## src/uart_pkg.sv

```systemverilog
`default_nettype none

package uart_pkg;

   localparam int BIT_CYCLES = 8;                // Clock cycles in one serial bit.
   localparam int HALF_BIT   = BIT_CYCLES / 2;   // Start edge to first sample.
   localparam int CNT_W      = $clog2(BIT_CYCLES);

   // Reload values for the down counters, which count a bit as N-1 down to 0.
   localparam logic [CNT_W-1:0] CYC_FULL = CNT_W'(BIT_CYCLES - 1);
   localparam logic [CNT_W-1:0] CYC_HALF = CNT_W'(HALF_BIT - 1);

   localparam logic ADDR_DATA   = 1'b0;
   localparam logic ADDR_STATUS = 1'b1;

   // One read word, seen as the received byte or as the status layout.
   typedef union packed
   {
      logic [7:0] data;
      struct packed
      {
         logic [3:0] rsvd;          // Always read as zero.
         logic       frame_err;
         logic       overrun;
         logic       rx_ready;
         logic       tx_busy;
      } status;
   } uart_word_u;

endpackage

`default_nettype wire
```

## src/uart_periph.sv

```systemverilog
`timescale 1ns/10ps
`default_nettype none

module uart_periph
(
   input  wire                  clk_i,
   input  wire                  rst_i,
   input  wire                  addr_i,
   input  wire                  wr_i,
   input  wire                  rd_i,
   input  wire  [7:0]           wdata_i,
   output uart_pkg::uart_word_u rdata_o,
   input  wire                  rxd_i,
   output logic                 txd_o
);

   logic       tx_load;
   logic [7:0] tx_byte;
   logic       tx_busy;
   logic       rx_done;
   logic [7:0] rx_byte;
   logic       frame_err;

   uart_regs i_regs
   (
      .clk_i       (clk_i),
      .rst_i       (rst_i),
      .addr_i      (addr_i),
      .wr_i        (wr_i),
      .rd_i        (rd_i),
      .wdata_i     (wdata_i),
      .tx_busy_i   (tx_busy),
      .rx_done_i   (rx_done),
      .rx_byte_i   (rx_byte),
      .frame_err_i (frame_err),
      .tx_load_o   (tx_load),
      .tx_byte_o   (tx_byte),
      .rdata_o     (rdata_o)
   );

   uart_tx i_tx
   (
      .clk_i     (clk_i),
      .rst_i     (rst_i),
      .tx_load_i (tx_load),
      .tx_byte_i (tx_byte),
      .tx_busy_o (tx_busy),
      .txd_o     (txd_o)
   );

   uart_rx i_rx
   (
      .clk_i       (clk_i),
      .rst_i       (rst_i),
      .rxd_i       (rxd_i),
      .rx_done_o   (rx_done),
      .rx_byte_o   (rx_byte),
      .frame_err_o (frame_err)
   );

endmodule

`default_nettype wire

```

## src/uart_regs.sv

```systemverilog
`timescale 1ns/10ps
`default_nettype none

module uart_regs
(
   input  wire                  clk_i,
   input  wire                  rst_i,
   input  wire                  addr_i,
   input  wire                  wr_i,
   input  wire                  rd_i,
   input  wire  [7:0]           wdata_i,
   input  wire                  tx_busy_i,
   input  wire                  rx_done_i,
   input  wire  [7:0]           rx_byte_i,
   input  wire                  frame_err_i,
   output logic                 tx_load_o,
   output logic [7:0]           tx_byte_o,
   output uart_pkg::uart_word_u rdata_o
);

   logic                 rd_data;
   logic                 rd_status;
   logic [7:0]           rx_data;
   logic                 rx_ready;
   logic                 overrun;
   logic                 frame_err;
   uart_pkg::uart_word_u word_nxt;

   assign tx_load_o = wr_i && (addr_i == uart_pkg::ADDR_DATA);
   assign tx_byte_o = wdata_i;
   assign rd_data   = rd_i && (addr_i == uart_pkg::ADDR_DATA);
   assign rd_status = rd_i && (addr_i == uart_pkg::ADDR_STATUS);

   always_ff @(posedge clk_i)
   begin
      if (rx_done_i)
      begin
         rx_data <= rx_byte_i;                // A new byte replaces an unread one.
      end
   end

   // Sticky flags. A set in the same cycle as a clear wins.
   always_ff @(posedge clk_i or posedge rst_i)
   begin
      if (rst_i)
      begin
         rx_ready  <= 1'b0;
         overrun   <= 1'b0;
         frame_err <= 1'b0;
      end
      else
      begin
         if (rx_done_i)
            rx_ready <= 1'b1;
         else if (rd_data)
            rx_ready <= 1'b0;
         if (rx_done_i && rx_ready && !rd_data)
            overrun <= 1'b1;                  // The old byte was never read.
         else if (rd_status)
            overrun <= 1'b0;
         if (frame_err_i)
            frame_err <= 1'b1;
         else if (rd_status)
            frame_err <= 1'b0;
      end
   end

   always_comb
   begin
      word_nxt = '0;
      if (addr_i == uart_pkg::ADDR_DATA)
      begin
         word_nxt.data = rx_data;
      end
      else
      begin
         word_nxt.status.frame_err = frame_err;
         word_nxt.status.overrun   = overrun;
         word_nxt.status.rx_ready  = rx_ready;
         word_nxt.status.tx_busy   = tx_busy_i;
      end
   end

   always_ff @(posedge clk_i or posedge rst_i)
   begin
      if (rst_i)
         rdata_o <= '0;
      else if (rd_i)
         rdata_o <= word_nxt;                 // Holds until the next read.
   end

   a_no_wr_rd: assert property (@(posedge clk_i) disable iff (rst_i) !(wr_i && rd_i))
      else $error("uart_regs: write and read strobes together");

   a_rx_excl: assert property (@(posedge clk_i) disable iff (rst_i)
      !(rx_done_i && frame_err_i))
      else $error("uart_regs: byte and frame error in one cycle");

endmodule

`default_nettype wire

```

## src/uart_rx.sv

```systemverilog
`timescale 1ns/10ps
`default_nettype none

module uart_rx
(
   input  wire        clk_i,
   input  wire        rst_i,
   input  wire        rxd_i,
   output logic       rx_done_o,
   output logic [7:0] rx_byte_o,
   output logic       frame_err_o
);

   logic                       sync_q1;
   logic                       sync_q2;
   logic [3:0]                 bit_cnt;     // 0 hunt, 1 start check, 2..9 data, 10 stop.
   logic [uart_pkg::CNT_W-1:0] cyc_cnt;
   logic [7:0]                 shift_q;
   logic                       done_pend;
   logic                       sample;

   assign sample = (cyc_cnt == '0);

   always_ff @(posedge clk_i or posedge rst_i)
   begin
      if (rst_i)
      begin
         sync_q1 <= 1'b1;
         sync_q2 <= 1'b1;
      end
      else
      begin
         sync_q1 <= rxd_i;
         sync_q2 <= sync_q1;
      end
   end

   always_ff @(posedge clk_i or posedge rst_i)
   begin
      if (rst_i)
      begin
         bit_cnt     <= 4'd0;
         cyc_cnt     <= '0;
         done_pend   <= 1'b0;
         rx_done_o   <= 1'b0;
         frame_err_o <= 1'b0;
      end
      else
      begin
         rx_done_o   <= 1'b0;
         frame_err_o <= 1'b0;
         if (!sample)
         begin
            cyc_cnt <= cyc_cnt - 1'b1;
         end
         else
         begin
            case (bit_cnt)
               4'd0:
               begin
                  rx_done_o <= done_pend;     // Reported at the end of the stop bit.
                  done_pend <= 1'b0;
                  if (!sync_q2)
                  begin
                     bit_cnt <= 4'd1;
                     cyc_cnt <= uart_pkg::CYC_HALF;
                  end
               end
               4'd1:
               begin
                  if (!sync_q2)
                  begin
                     bit_cnt <= 4'd2;
                     cyc_cnt <= uart_pkg::CYC_FULL;
                  end
                  else
                  begin
                     bit_cnt <= 4'd0;         // Glitch, not a start bit.
                  end
               end
               4'd10:
               begin
                  bit_cnt <= 4'd0;
                  if (sync_q2)
                  begin
                     done_pend <= 1'b1;
                     cyc_cnt   <= uart_pkg::CYC_HALF;
                  end
                  else
                  begin
                     frame_err_o <= 1'b1;
                     cyc_cnt     <= uart_pkg::CYC_FULL;  // Hold off one bit before hunting.
                  end
               end
               default:
               begin
                  bit_cnt <= bit_cnt + 4'd1;
                  cyc_cnt <= uart_pkg::CYC_FULL;
               end
            endcase
         end
      end
   end

   always_ff @(posedge clk_i)
   begin
      if (sample && (bit_cnt >= 4'd2) && (bit_cnt <= 4'd9))
      begin
         shift_q <= {sync_q2, shift_q[7:1]};
      end
      if (sample && (bit_cnt == 4'd10) && sync_q2)
      begin
         rx_byte_o <= shift_q;
      end
   end

   a_bit_range: assert property (@(posedge clk_i) disable iff (rst_i) bit_cnt <= 4'd10)
      else $error("uart_rx: bit counter out of range");

endmodule

`default_nettype wire

```

## src/uart_tx.sv

```systemverilog
`timescale 1ns/10ps
`default_nettype none

module uart_tx
(
   input  wire        clk_i,
   input  wire        rst_i,
   input  wire        tx_load_i,
   input  wire  [7:0] tx_byte_i,
   output logic       tx_busy_o,
   output logic       txd_o
);

   logic [7:0]                 tx_buf;
   logic                       buf_full;
   logic [7:0]                 shift_q;
   logic [3:0]                 bit_cnt;     // 0 idle, 1 start, 2..9 data, 10 stop.
   logic [uart_pkg::CNT_W-1:0] cyc_cnt;
   logic                       bit_end;
   logic                       start;

   assign bit_end = (cyc_cnt == '0);
   // A waiting byte goes out from idle or right behind the previous stop bit.
   assign start   = buf_full && bit_end && ((bit_cnt == 4'd0) || (bit_cnt == 4'd10));

   assign tx_busy_o = buf_full || (bit_cnt != 4'd0);

   always_ff @(posedge clk_i or posedge rst_i)
   begin
      if (rst_i)
      begin
         buf_full <= 1'b0;
      end
      else if (tx_load_i)
      begin
         buf_full <= 1'b1;                    // A load in the start cycle refills it.
      end
      else if (start)
      begin
         buf_full <= 1'b0;
      end
   end

   always_ff @(posedge clk_i)
   begin
      if (tx_load_i)
      begin
         tx_buf <= tx_byte_i;                 // Overwrites a byte not yet sent.
      end
      if (start)
      begin
         shift_q <= tx_buf;
      end
      else if (bit_end && (bit_cnt != 4'd0) && (bit_cnt < 4'd9))
      begin
         shift_q <= {1'b0, shift_q[7:1]};
      end
   end

   always_ff @(posedge clk_i or posedge rst_i)
   begin
      if (rst_i)
      begin
         bit_cnt <= 4'd0;
         cyc_cnt <= '0;
         txd_o   <= 1'b1;
      end
      else if (!bit_end)
      begin
         cyc_cnt <= cyc_cnt - 1'b1;
      end
      else if (start)
      begin
         txd_o   <= 1'b0;
         bit_cnt <= 4'd1;
         cyc_cnt <= uart_pkg::CYC_FULL;
      end
      else if (bit_cnt == 4'd10)
      begin
         bit_cnt <= 4'd0;                     // Line is already high.
      end
      else if (bit_cnt == 4'd9)
      begin
         txd_o   <= 1'b1;
         bit_cnt <= 4'd10;
         cyc_cnt <= uart_pkg::CYC_FULL;
      end
      else if (bit_cnt != 4'd0)
      begin
         txd_o   <= shift_q[0];               // LSB first.
         bit_cnt <= bit_cnt + 4'd1;
         cyc_cnt <= uart_pkg::CYC_FULL;
      end
   end

   a_idle_high: assert property (@(posedge clk_i) disable iff (rst_i)
      (bit_cnt == 4'd0) |-> txd_o)
      else $error("uart_tx: txd_o low while idle");

endmodule

`default_nettype wire

```

## config.mk

```make
export PLATFORM = sky130hd
export DESIGN_NAME = uart_periph
export DESIGN_NICKNAME = d
export VERILOG_FILES = /design/src/uart_pkg.sv /design/src/uart_periph.sv /design/src/uart_regs.sv /design/src/uart_rx.sv /design/src/uart_tx.sv
export SDC_FILE = /design/constraint.sdc
export NUM_CORES = 1
export LEC_CHECK = 0
export ABC_CLOCK_PERIOD_IN_PS = 1700
export BUFFER_PORTS_ARGS = -buffer_cell sky130_fd_sc_hd__buf_2
export CELL_PAD_IN_SITES_DETAIL_PLACEMENT = 1
export CELL_PAD_IN_SITES_GLOBAL_PLACEMENT = 2
export CORE_MARGIN = 3
export CORE_UTILIZATION = 40
export CTS_BUF_LIST = sky130_fd_sc_hd__clkbuf_4
export CTS_CLUSTER_DIAMETER = 120
export CTS_CLUSTER_SIZE = 16
export DETAILED_ROUTE_END_ITERATION = 8
export HOLD_SLACK_MARGIN = 0.03
export PLACE_DENSITY_LB_ADDON = 0.12
export SYNTH_ARGS = -nofsm -noshare
export SYNTH_HDL_FRONTEND = slang
export SYNTH_HIERARCHICAL = 1
export SYNTH_SLANG_ARGS = --single-unit
```

## constraint.sdc

```tcl
create_clock -name clk_i -period 1.7 [get_ports clk_i]
set_input_delay 0.34 -clock clk_i [delete_from_list [all_inputs] [get_ports clk_i]]
set_output_delay 0.34 -clock clk_i [all_outputs]
set_load 0.02 [all_outputs]
```

Word level (Yosys, flattened, before mapping)
Index checks and enable logic that the tools add are counted.
- memories kept: 0
- memory bits (writable): 0
- register bits: 72
- bits in read-only memories: 0
- latch bits: 0
- output and inout bits: 9
- shifts and indexed selects: 0
- muxes and demuxes: 39
- multipliers: 0
- reduce and logical (&&, ||, !) cells: 35
- magnitude comparators: 3
- equal/unequal tests: 11
- divide/modulo/power cells: 0
- add/sub/neg operators: 4
- bitwise gates (word level): 1
- operator list (operator ; count):
    $mux 4 ; 7
    $mux 3 ; 9
    $mux 1 ; 17
    $mux 8 ; 2
    $logic_and 1x1->1 ; 13
    $eq 4x4->1 const B ; 3
    $pmux 4 s3 ; 1
    $reduce_bool 2->1 ; 6
    $ne 3x3->1 const B ; 3
    $pmux 3 s3 ; 1
    $add 4x1->4 const B ; 2
    $logic_not 4->1 ; 2
    $reduce_and 2->1 ; 4
    $reduce_bool 4->1 ; 2
    $logic_not 3->1 ; 2
    $reduce_and 3->1 ; 2
    $sub 3x1->3 const B ; 2
    $eq 4x1->1 const B ; 1
    $ge 4x2->1 const B ; 1
    $le 4x4->1 const B ; 1
    $lt 4x4->1 const B ; 1
    $ne 2x1->1 const B ; 2
    $ne 4x4->1 const B ; 1
    $reduce_bool 3->1 ; 1
    6 further kinds ; 7

Longest topological paths before layout
- word-level depth: 6
- mapped depth: 6
- depth with buffers taken out: 5

Modules after synthesis
The synthesis kept the hierarchy.
- modules (own cells, without submodules) (module ; cells an instance ; instances ; area an instance (µm²)):
    uart_rx ; 88 ; 1 ; 1251.2
    uart_tx ; 85 ; 1 ; 1163.6
    uart_regs ; 57 ; 1 ; 779.5

Worst setup path before layout
OpenSTA, ideal clock, no wires.
- path kind: register to register
- start: reg i_rx.bit_cnt[0]
- end: reg i_rx.shift_q[0], enable pin
- setup time: 0.370 ns
- required time: 1.330 ns
- path buffers: 0
- slack: -0.048 ns
- arrival time: 1.378 ns
- cell stages (with the launch flop): 6
- cell sequence: dfrtp_1 inv_1 ha_1 nor3_1 o22a_1 nor2_1
- longest elaborated chain between the ends: 3
- elaborated cells between the ends (all ways): 4
- RTL lines (item ; line ; text):
    from (decl) ; uart_rx.sv:16 ; logic [3:0] bit_cnt;
    from (signal assigned) ; uart_rx.sv:97 ; bit_cnt <= bit_cnt + 4'd1;
    $ge 4x2->1 ; uart_rx.sv:107 ; if (sample && (bit_cnt >= 4'd2) && (bit_cnt <= 4'd9))
    $logic_and 1x1->1 ; uart_rx.sv:107 ;
    $logic_and 1x1->1 * ; uart_rx.sv:107 ;
    to (signal assigned) ; uart_rx.sv:109 ; shift_q <= {sync_q2, shift_q[7:1]};
    to (decl) ; uart_rx.sv:18 ; logic [7:0] shift_q;
Every way passes the cells marked *; elsewhere a longest branch is shown, timed or not.
A chain may end at the register's enable or synchronous reset.

Worst setup path in the final report
- start: reg i_tx/cyc_cnt[0] (netlist name)
- end: reg i_tx.shift_q[6], data pin
- longest elaborated chain between the ends: 4
- RTL lines (item ; line ; text):
    from (decl) ; uart_tx.sv:18 ; logic [uart_pkg::CNT_W-1:0] cyc_cnt;
    from (signal assigned) ; uart_tx.sv:70 ; cyc_cnt <= cyc_cnt - 1'b1;
    from (signal assigned) ; uart_tx.sv:76 ; cyc_cnt <= uart_pkg::CYC_FULL;
    from (signal assigned) ; uart_tx.sv:86 ; cyc_cnt <= uart_pkg::CYC_FULL;
    $logic_not 3->1 ; uart_tx.sv:22 ; assign bit_end = (cyc_cnt == '0);
    $logic_and 1x1->1 (2 in a row) ; uart_tx.sv:24 ; assign start = buf_full && bit_end && ((bit_cnt == 4'd0) || (bit_cnt == 4'd10));
    $mux 8 ; uart_tx.sv:50 ; if (start)
    to (signal assigned) ; uart_tx.sv:52 ; shift_q <= tx_buf;
    to (signal assigned) ; uart_tx.sv:56 ; shift_q <= {1'b0, shift_q[7:1]};
    to (decl) ; uart_tx.sv:16 ; logic [7:0] shift_q;
No other way between the ends.

==> flow_summary.rst <==
.. list-table::
   :header-rows: 1

   * - Metric
     - Value
   * - Outcome
     - completed
   * - Initial antenna violation count
     - 0
   * - Kind of cell with the highest combined delay on the critical path
     - simple AND/OR/NAND/NOR gates
   * - Initial DRC Count
     - 45
   * - Number of placed I/O pins
     - 23
   * - Area of the core
     - between 7000 and 8000 sq um
   * - Post-synthesis sequential element count
     - 72
   * - R2R cell count
     - 5
   * - Detailed-routing iteration count for the pre-antenna-repair pass
     - 4
   * - Total GRT Usage
     - a little over an eighth
   * - Vias post-DR
     - about 1800
   * - CTS sink cnt
     - 72
   * - Switching power total
     - between 1.5 and 2 mW
   * - Clk pwr share
     - between 20% and 30%
   * - Post-synthesis compound-gate area fraction
     - ~11%
   * - Timing-limited maximum frequency
     - 614.5 MHz
   * - Number of standard cells in the layout, taps in and fillers out
     - 367
   * - Area fraction in and, or, nand and nor cells after synthesis
     - between 10% and 20%
   * - Post-synthesis instance total
     - 230
   * - Peak per-stage delay on the critical path
     - about 0.39 ns
   * - Combined area of all synthesized cells
     - 3194 sq um
   * - Std-Cell Rows
     - 31
   * - Most used cells in the layout excluding fill and tap cells
     - 40 x sky130_fd_sc_hd__edfxtp_1, 29 x sky130_fd_sc_hd__dfrtp_1, 22 x sky130_fd_sc_hd__buf_2
   * - Count of buffer and inverter cells on the critical path
     - 1
   * - Period utilization
     - between 90% and 100%
   * - Clock buffers created by TritonCTS
     - 9
   * - Internal portion of total power
     - between 3 and 4 mW
   * - Post-Synthesis Net Count
     - ~250
   * - Worst clock skew on the final layout
     - 0.01465 ns
   * - Crit-path max FO
     - 8
   * - Number of buffers between clock root and the deepest sink
     - 2
   * - Port buffer count
     - 22
   * - Die width
     - 95.37 um
   * - Placed cell count
     - between 300 and 400
   * - Post-synth EDFFs
     - 40
   * - Switching part of the total power
     - approximately a third
   * - N_diodes
     - 0
   * - Areal power density over the cells
     - 1462 nW/um^2
   * - Classification of the worst-slack hold path
     - input pin to register
   * - Power share of the sequential group
     - a little under half
   * - Initial cell density of the core
     - 42.67%
   * - Total wire length after detailed routing
     - 5.492 mm
   * - Worst hold path cell count
     - 1
   * - Crit path DAT
     - roughly 1.8 ns
   * - Period minus WS final
     - approximately 1.6 ns
   * - Static leakage power
     - 1.475 nW
   * - Portion of netlist area occupied by mux cells
     - ~4%
   * - Avg Vias per Cell
     - slightly below 5
   * - Combinational family with the most area after synthesis
     - simple AND/OR/NAND/NOR gates
   * - Post-DR wirelength/cell
     - ~15 um
   * - Worst Path Class, Setup
     - register to register
   * - Number of warnings printed during yosys synthesis
     - 6
   * - Die outline area
     - 9094 sq um
   * - Cell chosen for the clock root
     - sky130_fd_sc_hd__clkbuf_4
   * - Maximum number of pins on one net before global-route repair
     - 14
   * - Actual slew at the worst max-slew pin
     - ~0.51 ns
   * - Clock edge transition at the registers on the reported setup and hold paths
     - ~0.13 ns
   * - Arithmetic-cell share of the synthesized area counting full adders, half adders and majority gates
     - under 10%
   * - H-Tree Level Count
     - 3
   * - Post-synthesis average cell area
     - about 14 sq um
   * - Type of element capturing the critical path
     - register
   * - Antenna viol nets, final
     - 0
   * - Total overflow reported by the global router
     - 0
   * - Area grow syn2layout
     - 12.50%
   * - Net count of the finished layout
     - around 290
   * - Required time at the worst-slack endpoint
     - about 1.9 ns
   * - Worst ir drop on vdd
     - 0.0006282 V
   * - Detailed placement HPWL
     - a little under 4 mm
   * - Crit-path cells
     - inv_1, ha_2, nor2b_4, nand4_4, mux2_4
   * - Combinational Power Share
     - roughly 33%
   * - Async S/R FF share, synth
     - ~44%
   * - Critical-path cell with the highest stage delay
     - sky130_fd_sc_hd__dfrtp_1
   * - Proportion of layout cells with a drive suffix above 1
     - between 30% and 40%
   * - Slew HR
     - 66.09%
   * - Clock latency on the worst-skew pair
     - 0.40 ns
   * - Main flop type after synthesis
     - sky130_fd_sc_hd__edfxtp_1
   * - Synthesized-area fraction occupied by xor and xnor cells
     - around 1.4%
   * - Die height
     - ~95 um
   * - Global-route wire length before repair
     - 9.252 mm
   * - Number of distinct library cells after synthesis
     - between 50 and 60
   * - Final routed DRC violation total
     - 0
   * - Fin. max-slew vios
     - 0
   * - Endpoints failing setup
     - 0
   * - Instance count on the critical path
     - 5
   * - Share of the yosys chip area belonging to registers
     - roughly 63%
   * - Hold violation total from the final report
     - 0
   * - CTS tree
     - yes
   * - Overall power
     - roughly 5.3 mW
   * - Final Wtd Congestion
     - 0.7002
   * - # Max-Cap Violations
     - 0
   * - Setup repair after global routing missed its margin
     - no
   * - Via count of the first global-routing pass
     - roughly 1900
   * - Most frequent standard cell in the layout excluding fill and tap cells
     - sky130_fd_sc_hd__edfxtp_1
   * - Type of origin of the critical path
     - register
cell usage after synthesis, types with 2 or more instances:
| cell type | number | area, sq um |
|---|---|---|
| sky130_fd_sc_hd__nor2b_4 | 2 | 27.53 |
| sky130_fd_sc_hd__dfrtp_1 | 29 | 725.7 |
| sky130_fd_sc_hd__dfstp_2 | 3 | 78.83 |
| sky130_fd_sc_hd__mux2_2 | 8 | 90.09 |
| sky130_fd_sc_hd__nor4_1 | 3 | 18.77 |
| sky130_fd_sc_hd__inv_1 | 14 | 52.55 |
| sky130_fd_sc_hd__buf_6 | 4 | 45.04 |
| sky130_fd_sc_hd__a211oi_1 | 2 | 15.01 |
| sky130_fd_sc_hd__and2b_2 | 2 | 17.52 |
| sky130_fd_sc_hd__a21oi_1 | 10 | 50.05 |
| sky130_fd_sc_hd__nor2b_1 | 4 | 25.02 |
| sky130_fd_sc_hd__nand2b_1 | 4 | 25.02 |
| sky130_fd_sc_hd__o21ai_0 | 4 | 20.02 |
| sky130_fd_sc_hd__a31o_2 | 2 | 17.52 |
| sky130_fd_sc_hd__ha_1 | 8 | 100.1 |
| sky130_fd_sc_hd__buf_2 | 4 | 20.02 |
| sky130_fd_sc_hd__a21o_1 | 5 | 37.54 |
| sky130_fd_sc_hd__a22o_1 | 7 | 61.31 |
| sky130_fd_sc_hd__edfxtp_1 | 40 | 1201 |
| sky130_fd_sc_hd__nand2_1 | 4 | 15.01 |
| sky130_fd_sc_hd__nor3_1 | 2 | 10.01 |
| sky130_fd_sc_hd__mux2i_1 | 4 | 40.04 |
| sky130_fd_sc_hd__nor2_1 | 16 | 60.06 |
| sky130_fd_sc_hd__nand3_1 | 6 | 30.03 |
| sky130_fd_sc_hd__buf_4 | 10 | 75.07 |
registers in the layout, indices dropped and copies added (netlist names), 4 cells and up:
| name | cells |
|---|---|
| i_regs/rdata_o | 8 |
| i_regs/rx_data | 8 |
| i_rx/bit_cnt | 4 |
| i_rx/rx_byte_o | 8 |
| i_rx/shift_q | 8 |
| i_tx/bit_cnt | 4 |
| i_tx/shift_q | 8 |
| i_tx/tx_buf | 8 |
kinds of logic (layout without fill, tap and decap cells):
logic type / after synthesis / in the layout
DFF: 72 / 72
and+or+nand+nor: 56 / 56
xor gates and xnor gates: 3 / 3
adders and majority gates: 8 / 8
buffers and inverters: 33 / 71
muxes: 12 / 12
AOI/OAI and AO/OA: 46 / 46
metal layers:
| layer | share of wire, % | GRT usage, % | wire [um] | vias to the layer above |
|---|---|---|---|---|
| met5 | 0 | 0 | 0 | - |
| met4 | 0.73 | 4.688 | 40 | 0 |
| li1 | - | - | - | 894 |
| met3 | 3.7 | 4.499 | 203 | 2 |
| met1 | 49 | 17.81 | 2677 | 886 |
| met2 | 47 | 21.05 | 2570 | 28 |
through the flow:
| stage | instance area, sq um | utilization [%] | hold WS [ns] | worst slack, ns | TNS, ns |
|---|---|---|---|---|---|
| 6_report | 3593 | 48.00 | 0.09692 | 0.07253 | 0 |
| 5_1_grt | 3593 | 48.00 | 0.04504 | 0.01048 | 0 |
| 4_1_cts | 3572 | 47.72 | 0.05838 | 0.02067 | 0 |
| 3_5_place_dp | 3406 | 45.50 | 0.3472 | -0.01905 | -0.08167 |
| 3_3_place_gp | 3406 | 45.50 | 0.3456 | 0.02991 | 0 |
| 2_1_floorplan | 3197 | - | 0.1672 | 0.01034 | 0 |
worst paths after layout:
check,start,slack (ns),endpoint
worst max-delay path,i_tx/cyc_cnt[0],0.07,i_tx/shift_q[6]
worst max register to register,i_tx/cyc_cnt[0],0.07,i_tx/shift_q[6]
min in group asynchronous,rst_i,0.47,i_tx/cyc_cnt[2]
max in group asynchronous,rst_i,0.82,i_rx/sync_q2
worst min-delay path,wdata_i[5],0.1,i_tx/tx_buf[5]
worst min register to register,i_rx/sync_q1,0.36,i_rx/sync_q2
power groups by stage:
stage                     clock network, mW  registers, mW  logic [mW]
final                                  1.09           2.42        1.74
after CTS                              1.14           2.43        1.73
after floorplan                           0           2.35        1.35
after global placement                    0           2.45        1.69
after detailed placement                  0           2.46        1.72
after global routing                   1.22           2.46        1.95
repair_timing:
item | in CTS | in global routing
hold buffers | 2 | 0
gates cloned | 0 | 0
pin swaps | 1 | 0
endpoints found under the hold margin | 30 | 0
endpoints found under the setup margin | 7 | 18
resized for setup | 1 | 4
buffers inserted | 0 | 2
worst register-to-register path: cells and delay by family (launching register included):
family	cells	cell delay (ns)
muxes	1	0.34
DFF	1	0.39
buffers and inverters	1	0.08
and+or+nand+nor	2	0.40
adders and majority gates	1	0.18
cell type report:
type	count	area [sq um]
inverter	14	52.55
tap	99	123.9
fill	764	3892
sequential	72	2006
clock inverter	6	68.82
multi-input combinational	125	1010
timing repair buffer	41	257.7
clock buffer	10	75.07
Note: power is estimated with default switching activity, not from simulation.
